### src/cpu_consts.svh
`ifndef CPU_CONSTS_SVH
`define CPU_CONSTS_SVH

// datapath and register file widths
`define DBITS 32
`define REGNO_BITS 4
`define IMM_BITS 16
`define OP1_BITS 6
`define OP2_BITS 8

// first fetch address after reset
`define START_PC 32'h0000_0100

// memory mapped hex display register
`define ADDR_HEX 32'hFFFF_F000
`define HEX_BITS 24
`define HEX_RESET 24'hFEDEAD

// data memory is byte addressed, word indexed
`define DMEM_ADDR_BITS 16
`define DMEM_WORD_BITS 2

// all-zero word, decodes as ALUR with an unused op2
`define NOP_INST 32'h0000_0000

// instruction field positions (lsb of each field)
`define OP1_LSB 26
`define OP2_LSB 18
`define IMM_LSB 8
`define RD_LSB 8
`define RS_LSB 4
`define RT_LSB 0

`endif

### src/cpu_pkg.sv
`include "cpu_consts.svh"

package cpu_pkg;

  typedef logic [`DBITS-1:0] word_t;
  typedef logic [`REGNO_BITS-1:0] regno_t;
  typedef logic [`HEX_BITS-1:0] hex_t;

  // primary opcode, inst[31:26]
  typedef enum logic [`OP1_BITS-1:0] {
    OP1_ALUR = 6'b000000,
    OP1_BEQ  = 6'b001000,
    OP1_BLT  = 6'b001001,
    OP1_BLE  = 6'b001010,
    OP1_BNE  = 6'b001011,
    OP1_JAL  = 6'b001100,
    OP1_LW   = 6'b010010,
    OP1_SW   = 6'b011010,
    OP1_ADDI = 6'b100000,
    OP1_ANDI = 6'b100100,
    OP1_ORI  = 6'b100101,
    OP1_XORI = 6'b100110
  } op1_e;

  // secondary opcode for ALUR, inst[25:18]
  typedef enum logic [`OP2_BITS-1:0] {
    OP2_EQ   = 8'b00001000,
    OP2_LT   = 8'b00001001,
    OP2_LE   = 8'b00001010,
    OP2_NE   = 8'b00001011,
    OP2_ADD  = 8'b00100000,
    OP2_AND  = 8'b00100100,
    OP2_OR   = 8'b00100101,
    OP2_XOR  = 8'b00100110,
    OP2_SUB  = 8'b00101000,
    OP2_NAND = 8'b00101100,
    OP2_NOR  = 8'b00101101,
    OP2_NXOR = 8'b00101110,
    OP2_RSHF = 8'b00110000,
    OP2_LSHF = 8'b00110001
  } op2_e;

  typedef struct packed {
    logic is_br;
    logic is_jmp;
    logic rd_mem;
    logic wr_mem;
    logic wr_reg;
  } ctrl_t;

  // fetch -> decode
  typedef struct packed {
    logic  valid;
    word_t pc;
    word_t inst;
  } fe_id_t;

  // decode -> execute
  typedef struct packed {
    logic   valid;
    word_t  pc;
    op1_e   op1;
    op2_e   op2;
    word_t  regval1;
    word_t  regval2;
    word_t  immval;
    regno_t wregno;
    ctrl_t  ctrl;
  } id_ex_t;

  // execute -> memory, enables already qualified by valid
  typedef struct packed {
    logic   valid;
    word_t  aluout;
    word_t  regval2;
    regno_t wregno;
    logic   rd_mem;
    logic   wr_mem;
    logic   wr_reg;
  } ex_mem_t;

  // memory -> register file write port
  typedef struct packed {
    logic   wr_reg;
    regno_t wregno;
    word_t  regval;
  } mem_wb_t;

endpackage

### src/reg_file.sv
`include "cpu_consts.svh"

module reg_file import cpu_pkg::*; (
  input  logic    clk,
  input  logic    reset,
  input  regno_t  rs,
  input  regno_t  rt,
  output word_t   rs_val,
  output word_t   rt_val,
  input  mem_wb_t wb
);

  localparam int NREGS = 1 << `REGNO_BITS;

  word_t regs [NREGS];

  // write on the rising edge
  always_ff @(posedge clk or posedge reset) begin
    if (reset) begin
      for (int i = 0; i < NREGS; i++) begin
        regs[i] <= '0;
      end
    end else if (wb.wr_reg) begin
      regs[wb.wregno] <= wb.regval;
    end
  end

  // bypass the value being written this cycle
  // so decode never has to wait on write-back
  assign rs_val = (wb.wr_reg && (wb.wregno == rs)) ? wb.regval : regs[rs];
  assign rt_val = (wb.wr_reg && (wb.wregno == rt)) ? wb.regval : regs[rt];

endmodule

### src/decode_stage.sv
`include "cpu_consts.svh"

module decode_stage import cpu_pkg::*; (
  input  logic    clk,
  input  logic    reset,
  input  fe_id_t  fe_id,
  input  logic    redirect,
  input  ex_mem_t ex_mem,
  input  mem_wb_t wb,
  output logic    stall,
  output id_ex_t  id_ex
);

  op1_e                 op1;
  op2_e                 op2;
  logic [`IMM_BITS-1:0] imm;
  regno_t               rd;
  regno_t               rs;
  regno_t               rt;
  word_t                rs_val;
  word_t                rt_val;
  logic                 op2_ok;
  logic                 use_rs;
  logic                 use_rt;
  ctrl_t                ctrl;
  regno_t               wregno;
  logic                 hit_ex;
  logic                 hit_mem;

  // field extraction, imm and rd overlap on purpose
  assign op1 = op1_e'(fe_id.inst[`OP1_LSB +: `OP1_BITS]);
  assign op2 = op2_e'(fe_id.inst[`OP2_LSB +: `OP2_BITS]);
  assign imm = fe_id.inst[`IMM_LSB +: `IMM_BITS];
  assign rd  = fe_id.inst[`RD_LSB +: `REGNO_BITS];
  assign rs  = fe_id.inst[`RS_LSB +: `REGNO_BITS];
  assign rt  = fe_id.inst[`RT_LSB +: `REGNO_BITS];

  reg_file u_reg_file (
    .clk    (clk),
    .reset  (reset),
    .rs     (rs),
    .rt     (rt),
    .rs_val (rs_val),
    .rt_val (rt_val),
    .wb     (wb)
  );

  // unknown op2 codes (the all-zero nop among them) write nothing
  always_comb begin
    case (op2)
      OP2_EQ, OP2_LT, OP2_LE, OP2_NE, OP2_ADD, OP2_AND, OP2_OR,
      OP2_XOR, OP2_SUB, OP2_NAND, OP2_NOR, OP2_NXOR, OP2_RSHF,
      OP2_LSHF: op2_ok = 1'b1;
      default:  op2_ok = 1'b0;
    endcase
  end

  // control, source usage and destination per primary opcode
  always_comb begin
    ctrl   = '0;
    use_rs = 1'b0;
    use_rt = 1'b0;
    wregno = rd;
    case (op1)
      OP1_ALUR: begin
        ctrl.wr_reg = op2_ok;
        use_rs      = op2_ok;
        use_rt      = op2_ok;
      end
      OP1_ADDI, OP1_ANDI, OP1_ORI, OP1_XORI: begin
        ctrl.wr_reg = 1'b1;
        use_rs      = 1'b1;
        wregno      = rt;
      end
      OP1_LW: begin
        ctrl.rd_mem = 1'b1;
        ctrl.wr_reg = 1'b1;
        use_rs      = 1'b1;
        wregno      = rt;
      end
      OP1_SW: begin
        // rt carries the store data
        ctrl.wr_mem = 1'b1;
        use_rs      = 1'b1;
        use_rt      = 1'b1;
      end
      OP1_BEQ, OP1_BLT, OP1_BLE, OP1_BNE: begin
        ctrl.is_br = 1'b1;
        use_rs     = 1'b1;
        use_rt     = 1'b1;
      end
      OP1_JAL: begin
        // link goes to rt, target base comes from rs
        ctrl.is_jmp = 1'b1;
        ctrl.wr_reg = 1'b1;
        use_rs      = 1'b1;
        wregno      = rt;
      end
      default: ;
    endcase
  end

  // pending writes: instruction now in EX (our own latch) and the one in MEM
  // WB is covered by the register file bypass
  assign hit_ex  = id_ex.valid && id_ex.ctrl.wr_reg &&
                   ((use_rs && (id_ex.wregno == rs)) || (use_rt && (id_ex.wregno == rt)));
  assign hit_mem = ex_mem.valid && ex_mem.wr_reg &&
                   ((use_rs && (ex_mem.wregno == rs)) || (use_rt && (ex_mem.wregno == rt)));
  assign stall   = fe_id.valid && (hit_ex || hit_mem);

  // decode latch, bubble on stall, flush or empty slot
  always_ff @(posedge clk or posedge reset) begin
    if (reset) begin
      id_ex <= '0;
    end else if (redirect || stall || !fe_id.valid) begin
      id_ex <= '0;
    end else begin
      id_ex.valid   <= 1'b1;
      id_ex.pc      <= fe_id.pc;
      id_ex.op1     <= op1;
      id_ex.op2     <= op2;
      id_ex.regval1 <= rs_val;
      id_ex.regval2 <= rt_val;
      id_ex.immval  <= {{(`DBITS-`IMM_BITS){imm[`IMM_BITS-1]}}, imm};
      id_ex.wregno  <= wregno;
      id_ex.ctrl    <= ctrl;
    end
  end

  // a producer in EX reaches WB within two cycles
  // bubbles fill EX and MEM behind it, so a third stall cycle means a lost hazard
  stall_bound_a: assert property (@(posedge clk) disable iff (reset)
    stall ##1 stall |=> !stall)
    else $error("decode stalled for more than two cycles in a row");

endmodule

### config.mk
export PLATFORM = sky130hd
export DESIGN_NAME = decode_stage
export DESIGN_NICKNAME = d
export VERILOG_FILES = /design/src/cpu_pkg.sv /design/src/reg_file.sv /design/src/decode_stage.sv
export VERILOG_INCLUDE_DIRS = /design/src
export SDC_FILE = /design/constraint.sdc
export NUM_CORES = 1
export LEC_CHECK = 0
export ABC_CLOCK_PERIOD_IN_PS = 21800
export BUFFER_PORTS_ARGS = -buffer_cell sky130_fd_sc_hd__buf_2
export CAP_MARGIN = 10
export CORE_MARGIN = 2
export CORE_UTILIZATION = 45
export DETAILED_ROUTE_END_ITERATION = 7
export PLACE_DENSITY_LB_ADDON = 0.15
export SETUP_SLACK_MARGIN = 0.05
export SYNTH_ARGS = -nofsm -noshare
export SYNTH_HDL_FRONTEND = slang
export SYNTH_SLANG_ARGS = --single-unit
### constraint.sdc
create_clock -name clk -period 21.8 [get_ports clk]
set_clock_uncertainty 0.05 [all_clocks]
set_input_delay 2.18 -clock clk [delete_from_list [all_inputs] [get_ports clk]]
set_output_delay 2.18 -clock clk [all_outputs]
set_load 0.02 [all_outputs]
### Word level (Yosys, flattened, before mapping)

Memories as Yosys holds them, arrays and structs flattened.
Index checks and enable logic that the tools add are counted.
W data, S select, Z words.

| storage, ports and cells | value |
|---|---|
| ROM bits | 64 |
| output and inout port bits | 153 |
| register bits | 664 |
| memories | 1 |

Memories:

| memory | depth | width | read ports | clocked after memory_dff | wr ports | RTL line | text |
|---|---|---|---|---|---|---|---|
| (name not given) | 64 | 1 | 1 | 0 | 0 | decode_stage.sv:50 | `case (op2)` |

| cells by class | value |
|---|---|
| equality and inequality tests | 17 |
| bitwise operators | 3 |
| reductions and logical operators | 24 |
| magnitude comparators | 4 |
| muxes and demuxes | 21 |

Operators by type and width:

| kind | number |
|---|---|
| $bwmux W512 | 1 |
| $bmux W32 S4 | 2 |
| $mux W32 | 7 |
| $mux W152 | 1 |
| $demux W32 S4 | 1 |
| $eq A6 B4 Y1 const B | 5 |
| $eq A4 B4 Y1 | 6 |
| $eq A6 B6 Y1 const B | 4 |
| $ge A5 B5 Y1 const B | 3 |
| $not A4 Y5 | 3 |
| $eq A6 B5 Y1 const B | 2 |
| $logic_and A1 B1 Y1 | 12 |
| $reduce_or A11 Y1 | 1 |
| $logic_not A6 Y1 | 1 |
| $pmux W1 S2 | 3 |
| $reduce_or A6 Y1 | 1 |
| $logic_or A1 B1 Y1 | 5 |
| $lt A5 B1 Y1 const B | 1 |
| $mux W1 | 5 |
| $reduce_or A5 Y1 | 1 |
| $mux W4 | 1 |
| $reduce_or A4 Y1 | 1 |
| $logic_not A2 Y1 | 1 |
| $logic_not A1 Y1 | 1 |

### Longest topological paths before layout

Gate-level depths: netlist of run 1.

| depth | value |
|---|---|
| depth in word-level cells | 11 |
| depth in mapped cells | 10 |

### Hierarchy

Synthesis of run 1 repeated with hierarchy kept, for this count alone.

| unflattened totals | value |
|---|---|
| cells, all modules | 2122 |
| area, all modules | 32134.6 µm² |

Modules (own cells, without submodules):

| module | times used | sequential area each (µm²) | area an instance (µm²) | cells an instance |
|---|---|---|---|---|
| reg_file | 1 | 12812.3 | 27301.2 | 1757 |
| decode_stage | 1 | 3253.1 | 4833.4 | 365 |

### Least setup slack after synthesis of run 1

OpenSTA, ideal clock, no wires.

| timing path | value |
|---|---|
| kind | input to output |
| from | input port fe_id[26] (netlist bit) |
| to | output port stall |
| path buffers | 0 |
| required time | 19.570 ns |
| arrival | 3.836 ns |
| slack | 15.734 ns |
| stages | 5 |
| cells stage by stage | or3_1 > nand3b_1 > nor3_2 > a311oi_1 > nor4b_1 |

| between the ends | value |
|---|---|
| cells in the longest elaborated chain, start to end | 8 |
| elaborated cells on any way between the ends | 26 |
| classes of those cells | 11 x eq/ne; 2 x mux; 13 x reduce/logical |

Ends and longest elaborated chain:

| what | RTL line | text |
|---|---|---|
| start, declared | decode_stage.sv:6 | `input fe_id_t fe_id,` |
| $eq A6 B4 Y1 (tied with other cells) | decode_stage.sv:64 | `case (op1)` |
| $reduce_or A11 Y1 (no line) / $reduce_or A5 Y1 (equally long branches) | - |  |
| $pmux W1 S2 | decode_stage.sv:64 |  |
| $logic_and A1 B1 Y1 (on tied branches) | decode_stage.sv:106, decode_stage.sv:108 |  |
| $logic_or A1 B1 Y1 (on tied branches) | decode_stage.sv:106, decode_stage.sv:108 |  |
| $logic_and A1 B1 Y1 (on tied branches) | decode_stage.sv:105, decode_stage.sv:107 |  |
| $logic_or A1 B1 Y1 * | decode_stage.sv:109 | `assign stall = fe_id.valid && (hit_ex \|\| hit_mem);` |
| $logic_and A1 B1 Y1 * | decode_stage.sv:109 |  |
| end, declared | decode_stage.sv:10 | `output logic stall,` |

Mark *: on every way between the ends. The rest lies on a longest branch, timed or not.

### Worst setup path in the final report of run 1

| timing path | value |
|---|---|
| from | input port fe_id[4] (netlist bit) |
| to | output port stall |

| between the ends | value |
|---|---|
| cells in the longest elaborated chain, start to end | 6 |
| elaborated cells on any way between the ends | 10 |
| classes of those cells | 2 x eq/ne; 8 x reduce/logical |

Ends and longest elaborated chain:

| what | RTL line |
|---|---|
| $eq A4 B4 Y1 (on tied branches) | decode_stage.sv:106, decode_stage.sv:108 |
| $logic_and A1 B1 Y1 (on tied branches) | decode_stage.sv:106, decode_stage.sv:108 |
| $logic_or A1 B1 Y1 (on tied branches) | decode_stage.sv:106, decode_stage.sv:108 |
| $logic_and A1 B1 Y1 (on tied branches) | decode_stage.sv:105, decode_stage.sv:107 |
| $logic_or A1 B1 Y1 * | decode_stage.sv:109 |
| $logic_and A1 B1 Y1 * | decode_stage.sv:109 |

Marked as above.

==> flow_summary.json, run 1 <==
{
  "status": "finished clean",
  "worstPathMaxFanout": 60,
  "start_util_pct": 45.7,
  "ir_drop_v": 0.0000546,
  "worst_pin_slew_ns": 1.17,
  "r2r_start": "id_ex[7]",
  "wl_per_cell_um": 26.9,
  "ys_warn_count": 0,
  "ys.flop_type": "dfrtp_1",
  "core-area_mm2": 0.0703,
  "start_kind": "input port",
  "critical_path_arrival_ns": 4.42,
  "cts_resized": 0,
  "post-dp-hpwl_mm": 47.9,
  "timing.final.crit_share_pct": 30.5,
  "syn_to_final_growth_pct": 13.2,
  "fin_tns_setup_ns": 0,
  "vias_per_cell": 6.08,
  "gp_congestion": 0.839,
  "hp-start": "u_reg_file.regs[358]",
  "drc": 0,
  "hp-class": "flop to flop",
  "cts_buffers": 72,
  "track_usage_pct": 24.3,
  "yosysSeqAreaShare_pct": 50.0,
  "grt_pass1_wl_mm": 134,
  "synth_edf_count": 0,
  "ys_types": 39,
  "critPathLaunch": "fe_id[4]",
  "cts_root_buf": "clkbuf_16",
  "synth_fp_nets": 2302,
  "antenna_found_initial": 7,
  "fmax_ghz": 0.150,
  "synth_seq_cells": 642,
  "p_leak_nw": 15.7,
  "ant_nets": 0,
  "grt_pass1_vias": 21000,
  "critPathCaptureType": "primary output",
  "critical_path_class": "input port to primary output",
  "multiInputGateArea_mm2": 0.0151,
  "layout.nets": 2450,
  "grt_max_degree": 184,
  "wl_mm": 87.8,
  "finalMaxSlewViolations": 0,
  "slew_headroom_pct": 21.9,
  "dr.pass1.iters": 5,
  "die_h_um": 271,
  "clk_pin_slew_worst_paths_ns": 0.06,
  "synth-async-reset-ratio_pct": 100,
  "clk-insertion-delay-late_ns": 0.62,
  "drive_gt1_share_pct": 52.6,
  "fin_crit_ns": 6.65,
  "drtIter0Drc": 1473,
  "cts_tree": "yes",
  "critPathRequiredTime_ns": 19.57,
  "cts_setup_buffers": 0,
  "setup_viol": 0,
  "clk_path_buf_depth": 3,
  "dieArea_mm2": 0.0735,
  "fillers": 5908,
  "placed_area_mm2": 0.0340,
  "die_x_um": 271,
  "p_per_area_mw_per_mm2": 96.6,
  "overflow": 0,
  "rsz0062_at_grt": "false",
  "finalHoldViolCount": 0,
  "cap_violations": 0,
  "avgSynthCellArea_um2": 15.1,
  "ios": 330,
  "num_rows": 97,
  "stdcell_area_mm2": 0.0363,
  "synth_area_mm2": 0.0321,
  "cts_sinks": 642,
  "cts_max_level": 3,
  "holdBufCountCts": 0,
  "postSynthCellCount": 2125,
  "portBuffers": 263,
  "num_vias": 19900,
  "area.sequential_mm2": 0.0161
}
-- power by group --
part / internal, W / switching (W) / total (W)
combinational: 0.000444 / 0.000276 / 0.000720
sequential: 0.00143 / 0.000164 / 0.00159
clock: 0.000705 / 0.000490 / 0.00120
-- per-layer routing --
metal | global-route usage, % | vias up | wire (µm) | share of wire, %
met3 | 4.66 | 159 | 5110 | 5.8
met1 | 34.5 | 10800 | 38700 | 44
met2 | 38.2 | 603 | 41800 | 48
met5 | 0 | - | 9 | 0.010
li1 | - | 8287 | - | -
met4 | 7.10 | 2 | 2170 | 2.5
-- cell families after synthesis --
group / after synthesis / synth area share, %
compound gates: 141 / 2.81
simple gates: 252 / 3.99
flops: 642 / 50.0
xor+xnor: 24 / 0.655
buf+inv: 230 / 3.21
mux: 836 / 39.3
-- synth_stat cells (6+ instances only) --
library cell	instances	area, µm²
buf_1	30	113
and2_1	53	332
nor3_1	9	45.0
xor2_1	18	158
mux4_2	288	6490
nor2_1	56	210
nand2b_1	6	37.5
mux2_1	12	135
a211oi_1	64	480
xnor2_1	6	52.6
nand2_1	68	255
mux2i_1	36	360
buf_2	39	195
dfrtp_1	642	16100
buf_4	31	233
clkbuf_1	123	462
nand3_1	6	30.0
nor2b_1	35	219
a21oi_1	66	330
mux2_2	500	5630
-- layout make-up --
| class | count | share of cell area, % |
|---|---|---|
| Multi-Input combinational cell | 1253 | 41.6 |
| Clock buffer | 103 | 5.89 |
| Timing Repair Buffer | 298 | 4.49 |
| Inverter | 6 | 0.0826 |
| Clock inverter | 22 | 0.485 |
| Sequential cell | 642 | 44.2 |
| Antenna cell | 4 | 0.0275 |
| Tap cell | 940 | 3.24 |
-- cells in the final DEF (no fill, tap or decap), types with 2 or more instances in the layout --
cell        count
clkinv_2       15
clkinvlp_4      2
mux2_2        500
o21ai_0         5
a22oi_1         2
mux2_1         12
mux4_2        288
or3_1           2
nand3_1         5
nor4b_1         2
clkbuf_1       12
clkbuf_16      75
nor4_1          2
a21oi_1        66
buf_6           2
nand2_1        67
xnor2_1         6
inv_6           3
nor2b_1        34
nor2_1         47
clkbuf_8       17
a211oi_1       64
xor2_1         18
diode_2         4
nor3_1          9
dfrtp_1       642
mux2i_1        36
buf_4          37
nand2b_1        4
nand3b_1        4
nor2_4          9
bufinv_16       2
or3_2           2
buf_2         256
and2_1         53
inv_1           4
nand2b_2        2
-- per-stage QoR --
step                hold slack [ns]  cells  power [W]  util, %  setup WS (ns)
floorplan                     0.427   2125    0.00214        -           1.58
global placement              0.437   3139    0.00230     48.4          15.14
detailed placement            0.455   3139    0.00233     48.4          15.18
CTS                           0.467   3264    0.00354     51.7          15.15
global route                  0.485   3267    0.00368     51.7          14.82
finish                        0.466   3268    0.00351     51.7          15.15
-- registers in the layout, indices dropped and copies added, names as in the netlist --
signal	flops
id_ex	130
u_reg_file.regs	512
-- worst max-delay path, cell delays in order --
cell and delay [ns]:
buf_8 0.55, xnor2_1 0.19, nand3_1 0.10, o41ai_1 0.41, a311oi_1 0.18, nor4b_1 0.48, buf_2 0.25
-- final timing paths --
kind	slack, ns	cells past startpoint	endpoint
hold reg to reg	0.47	1	u_reg_file.regs[358]
hold / removal	0.47	1	u_reg_file.regs[358]
max in group asynchronous	17.68	4	u_reg_file.regs[33]
setup reg to reg	18.71	9	id_ex[59]
min in group asynchronous	1.64	2	id_ex[18]
setup / recovery	15.15	7	stall
Note: power is estimated with default switching activity, not from simulation.
==> run 2: changes to the inputs <==
--- a/config.mk
+++ b/config.mk
@@ -6,7 +6,7 @@
 export SDC_FILE = /design/constraint.sdc
 export NUM_CORES = 1
 export LEC_CHECK = 0
-export ABC_CLOCK_PERIOD_IN_PS = 21800
+export ABC_CLOCK_PERIOD_IN_PS = 6000
 export BUFFER_PORTS_ARGS = -buffer_cell sky130_fd_sc_hd__buf_2
 export CAP_MARGIN = 10
 export CORE_MARGIN = 2
==> constraint.sdc (replaced) <==
create_clock -name clk -period 6 [get_ports clk]
set_clock_uncertainty 0.05 [all_clocks]
set_input_delay 0.6 -clock clk [delete_from_list [all_inputs] [get_ports clk]]
set_output_delay 0.6 -clock clk [all_outputs]
set_load 0.02 [all_outputs]
==> run 2 against run 1 <==
Net effect: global-route usage rose by 0.080 points; non-clock buffer count grew 7; die area did not move; largest power group unchanged; highest routed layer is now met4.
==> flow_summary.json, run 2 (synthesis results as in run 1) <==
{
  "stdcell_area_mm2": 0.0367,
  "layout.nets": 2458,
  "dp_slack_ns": 2.48,
  "fillers": 5884,
  "timing.final.crit_share_pct": 59.3,
  "final_cell_mix": "dfrtp_1 (642), mux2_2 (500), mux4_2 (288), buf_2 (256), clkbuf_16 (77)",
  "p_seq_share_pct": 44.2,
  "worst-r2r-cell-count": 8,
  "num_rows": 97,
  "overflow": 0,
  "placed_area_mm2": 0.0341,
  "finalHoldViolCount": 0,
  "hp-class": "input port to flop",
  "clk_path_buf_depth": 3,
  "grt_pass1_wl_mm": 135,
  "holdBufCountCts": 0,
  "worst_pin_slew_ns": 1.11,
  "min_to": "id_ex[125]",
  "p_comb_share_pct": 20.0,
  "fin_crit_ns": 3.56,
  "p_per_area_mw_per_mm2": 357,
  "top_regs": "u_reg_file.regs (512), id_ex (130)",
  "worstPathMaxFanout": 47,
  "clk-insertion-delay-late_ns": 0.62,
  "ff2ff_setup_slack_ns": 3.41,
  "ir_drop_v": 0.000309,
  "grt_pass1_vias": 21100,
  "critPathLaunch": "fe_id[7]",
  "critical_path_class": "input port to primary output",
  "cts_max_level": 3,
  "fmax_ghz": 0.281,
  "track_usage_pct": 24.4,
  "critPathRequiredTime_ns": 5.35,
  "layout_commonest_cell": "dfrtp_1",
  "p_leak_nw": 15.8,
  "antenna_found_initial": 6,
  "fin_tns_setup_ns": 0,
  "clk_pin_slew_worst_paths_ns": 0.06,
  "post-dp-hpwl_mm": 48.9,
  "p_clk_share_pct": 35.8,
  "dr.pass1.iters": 5,
  "cts_root_buf": "clkbuf_16",
  "netSwitchingFraction_pct": 25.9,
  "die_h_um": 271,
  "status": "finished clean",
  "r2r_end": "id_ex[65]",
  "grt_max_degree": 168,
  "ios": 330,
  "largest_register": "u_reg_file.regs",
  "portBuffers": 263,
  "hp-start": "fe_id[38]",
  "largest_reg_flops": 512,
  "setup_viol": 0,
  "start_kind": "input port",
  "wl_per_cell_um": 26.8,
  "critical_path_arrival_ns": 2.91,
  "syn_to_final_growth_pct": 14.3,
  "cts_sinks": 642,
  "cts_tree": "yes",
  "cap_violations": 0,
  "ant_nets": 0,
  "drive_gt1_share_pct": 52.7,
  "critPathCaptureType": "primary output",
  "fin_ws_ns": 2.44,
  "finalMaxSlewViolations": 0,
  "drtIter0Drc": 1502,
  "cts_buffers": 73,
  "drc": 0,
  "gp_congestion": 0.842,
  "power.switching_w": 0.00339,
  "core-area_mm2": 0.0703,
  "start_util_pct": 45.7,
  "die_x_um": 271,
  "p_total_w": 0.0131,
  "vias_per_cell": 6.02,
  "cts_setup_buffers": 0,
  "dieArea_mm2": 0.0735,
  "min_path_cells": 2,
  "slew_headroom_pct": 26.1,
  "cts_resized": 0,
  "wl_mm": 88.1,
  "rsz0062_at_grt": "false",
  "num_vias": 19800,
  "r2r_start": "id_ex[8]",
  "p_int_w": 0.00971
}
-- run 2: how the worst max path moves through the flow --
stage | endpoint | slack (ns) | cells past startpoint
after floorplan | id_ex[0] | -3.42 | 1
after global placement | stall | 2.47 | 6
after detailed placement | stall | 2.48 | 6
after CTS | stall | 2.45 | 6
after global routing | stall | 2.33 | 6
final | stall | 2.44 | 6
-- run 2: metal layers --
layer / track usage (%) / vias to the layer above / routed length (µm)
met3: 4.70 / 132 / 5210
met1: 34.3 / 10700 / 38900
met5: 0 / - / 0
li1: - / 8302 / -
met4: 7.14 / 0 / 1810
met2: 38.6 / 614 / 42200
-- run 2: cell type report --
class / count / area, µm² / area share [%]
timing repair buffer: 305 / 1790 / 4.86
clock buffer: 105 / 2160 / 5.89
clock inverter: 26 / 373 / 1.02
antenna: 6 / 15.0 / 0.0409
multi-input combinational: 1253 / 15100 / 41.1
tap: 940 / 1180 / 3.20
sequential: 642 / 16100 / 43.8
inverter: 6 / 26.3 / 0.0716
-- run 2: metrics by stage --
| step | hold slack (ns) | util [%] | std cells |
|---|---|---|---|
| global route | 0.123 | 52.2 | 3282 |
| CTS | 0.102 | 52.2 | 3275 |
| detailed placement | 0.452 | 48.6 | 3144 |
| floorplan | 0.427 | - | 2125 |
| finish | 0.139 | 52.2 | 3283 |
| global placement | 0.438 | 48.6 | 3144 |
-- run 2: critical path: stages --
cell	delay, ns
buf_4	0.71
xor2_1	0.15
o41ai_1	0.51
a311oi_1	0.17
nor4b_1	0.49
buf_2	0.25
-- run 2: power groups by stage --
stage | combinational, W | sequential (W) | clock (W)
3_3_place_gp | 0.00258 | 0.00577 | 0
5_1_grt | 0.00282 | 0.00590 | 0.00501
6_report | 0.00262 | 0.00579 | 0.00469
2_1_floorplan | 0.00207 | 0.00573 | 0
3_5_place_dp | 0.00264 | 0.00585 | 0
4_1_cts | 0.00265 | 0.00578 | 0.00481
==> run 3: changes to the inputs <==
--- a/config.mk
+++ b/config.mk
@@ -6,7 +6,7 @@
 export SDC_FILE = /design/constraint.sdc
 export NUM_CORES = 1
 export LEC_CHECK = 0
-export ABC_CLOCK_PERIOD_IN_PS = 6000
+export ABC_CLOCK_PERIOD_IN_PS = 2900
 export BUFFER_PORTS_ARGS = -buffer_cell sky130_fd_sc_hd__buf_2
 export CAP_MARGIN = 10
 export CORE_MARGIN = 2
==> constraint.sdc (replaced) <==
create_clock -name clk -period 2.9 [get_ports clk]
set_clock_uncertainty 0.05 [all_clocks]
set_input_delay 0.29 -clock clk [delete_from_list [all_inputs] [get_ports clk]]
set_output_delay 0.29 -clock clk [all_outputs]
set_load 0.02 [all_outputs]
==> run 3 against run 2 <==
Net effect: cell count increased by 3.4%; die area unchanged; sequential share of layout area is 1.6 points lower; design area rose by 3.8%; total power is 110% higher.
==> flow_summary.json, run 3 (synthesis results as in run 1) <==
{
  "status": "finished clean",
  "ir_drop_v": 0.000377,
  "p_per_area_mw_per_mm2": 717,
  "cts_max_level": 3,
  "clk_pin_slew_worst_paths_ns": 0.06,
  "post-route-util_pct": 54.2,
  "p_int_w": 0.0202,
  "grt_pass1_wl_mm": 137,
  "cts_root_buf": "clkbuf_16",
  "num_rows": 97,
  "largest_register": "u_reg_file.regs",
  "gp_congestion": 0.846,
  "critPathCaptureType": "flop",
  "wl_per_cell_um": 26.4,
  "p_leak_nw": 16.4,
  "use_met2_pct": 39.8,
  "clk_path_buf_depth": 3,
  "die_x_um": 271,
  "syn_to_final_growth_pct": 18.6,
  "cts_buffers": 73,
  "start_kind": "flop",
  "cp_common_cell": "nor3_1",
  "start_util_pct": 45.7,
  "cap_violations": 0,
  "power.switching_w": 0.00711,
  "largest_reg_flops": 512,
  "track_usage_pct": 24.7,
  "critical_path_arrival_ns": 3.13,
  "netSwitchingFraction_pct": 26.0,
  "dr.pass1.iters": 4,
  "dieArea_mm2": 0.0735,
  "finalMaxSlewViolations": 0,
  "fin_crit_ns": 2.69,
  "setup_viol": 0,
  "core-area_mm2": 0.0703,
  "worstPathMaxFanout": 5,
  "worst_pin_slew_ns": 0.807,
  "cp_num_buf_inv": 2,
  "grtUsageMet3_pct": 4.38,
  "overflow": 0,
  "grt.busiest_layer": "met2",
  "fin_tns_setup_ns": 0,
  "path_cells": "xor2_1 > nor3_1 > nand4_1 > o41ai_1 > a311oi_2 > o311ai_4 > buf_4 > nor3_1 > dlygate4sd3_1",
  "slew_headroom_pct": 46.2,
  "rsz0062_at_grt": "false",
  "die_h_um": 271,
  "portBuffers": 263,
  "top_regs": "u_reg_file.regs (512), id_ex (130)",
  "met1_usage_pct": 34.6,
  "layout_commonest_cell": "dfrtp_1",
  "drive_gt1_share_pct": 51.8,
  "grt_pass1_vias": 21800,
  "cts_tree": "yes",
  "critical_path_class": "flop to flop",
  "num_vias": 20100,
  "wl_mm": 89.5,
  "timing.final.crit_share_pct": 92.6,
  "vias_per_cell": 5.92,
  "drtIter0Drc": 1416,
  "cts_setup_buffers": 0,
  "drc": 0,
  "layout.nets": 2569,
  "hp-class": "input port to flop",
  "fmax_ghz": 0.372,
  "p_clk_share_pct": 35.6,
  "p_total_w": 0.0273,
  "cts_sinks": 642,
  "path_delay_family": "compound AO/OA/AOI/OAI gates",
  "post-dp-hpwl_mm": 51.8,
  "ios": 330,
  "critPathRequiredTime_ns": 3.34,
  "final_cell_mix": "dfrtp_1 (642), mux2_2 (500), mux4_2 (288), buf_2 (256), clkbuf_16 (79)",
  "clk-insertion-delay-late_ns": 0.61,
  "worst_path_largest_cell_delay_ns": 0.57,
  "finalHoldViolCount": 0,
  "p_seq_share_pct": 43.9,
  "antenna_found_initial": 7,
  "grt_max_degree": 98,
  "slowest_stage": "dlygate4sd3_1",
  "ant_nets": 0,
  "p_comb_share_pct": 20.5
}
==> run 3: cell count changes in the layout (fill, tap and decap cells not counted), moves of 2 or more <==
cell / before / now
nor4b_1: 2 / 0
buf_4: 35 / 44
buf_12: 9 / 36
clkinvlp_4: 5 / 3
clkinv_2: 11 / 8
bufinv_16: 9 / 7
clkbuf_1: 15 / 19
nor4b_2: 0 / 2
dlygate4sd3_1: 1 / 76
clkbuf_16: 77 / 79
clkbuf_8: 14 / 16
==> run 3: worst register-to-register path, stage by stage, from the launching register on <==
cell and delay (ns):
dfrtp_1 0.41, xor2_1 0.17, nor3_1 0.18, nand4_1 0.11, o41ai_1 0.14, a311oi_2 0.15
o311ai_4 0.52, buf_4 0.23, nor3_1 0.04, dlygate4sd3_1 0.57
==> run 3: final timing paths <==
path,cells after the start,slack [ns],end,start
worst max-delay path,9,0.21,id_ex[2],id_ex[8]
worst min register to register,1,0.47,u_reg_file.regs[376],u_reg_file.regs[376]
max in group asynchronous,5,1.46,id_ex[45],reset
worst max register to register,9,0.21,id_ex[2],id_ex[8]
min in group asynchronous,3,0.27,u_reg_file.regs[57],reset
worst min-delay path,3,0.04,id_ex[67],wb[26]
==> run 3: layer usage <==
metal  up-vias  share of wire (%)
li1       8522                  -
met1     10900                 44
met2       537                 49
met3       131                5.1
met4         2                2.2
met5         -              0.015
==> run 3: power by group through the flow <==
| stage | clock network, W | registers [W] | logic [W] |
|---|---|---|---|
| 3_3_place_gp | 0 | 0.0119 | 0.00541 |
| 5_1_grt | 0.0103 | 0.0122 | 0.00603 |
| 3_5_place_dp | 0 | 0.0121 | 0.00556 |
| 6_report | 0.00972 | 0.0120 | 0.00560 |
| 4_1_cts | 0.00994 | 0.0120 | 0.00566 |
| 2_1_floorplan | 0 | 0.0118 | 0.00427 |
==> run 3: cell type report <==
class,count,area (µm²)
Multi-Input combinational cell,1253,15100
Fill cell,5700,32200
Tap cell,940,1180
Clock buffer,113,2250
Sequential cell,642,16100
Timing Repair Buffer,416,3140
Clock inverter,19,283
Inverter,6,26.3
Antenna cell,6,15.0
==> run 3: timing repair <==
item / in CTS / in global routing
resized for setup: 0 / 4
endpoints found under the setup margin: 0 / 2
hold endpoints to repair: 88 / 0
hold buffers: 76 / 0
==> run 3: metrics by stage <==
step,hold WS (ns),cell area (µm²),setup WS [ns],cells
after floorplan,0.311,32100,-6.21,2125
after global placement,0.363,34700,0.185,3181
after detailed placement,0.365,34700,0.0942,3181
after CTS,0.00100,38000,0.0907,3389
after global routing,0.0410,38100,0.0531,3394
final,0.0354,38100,0.214,3395
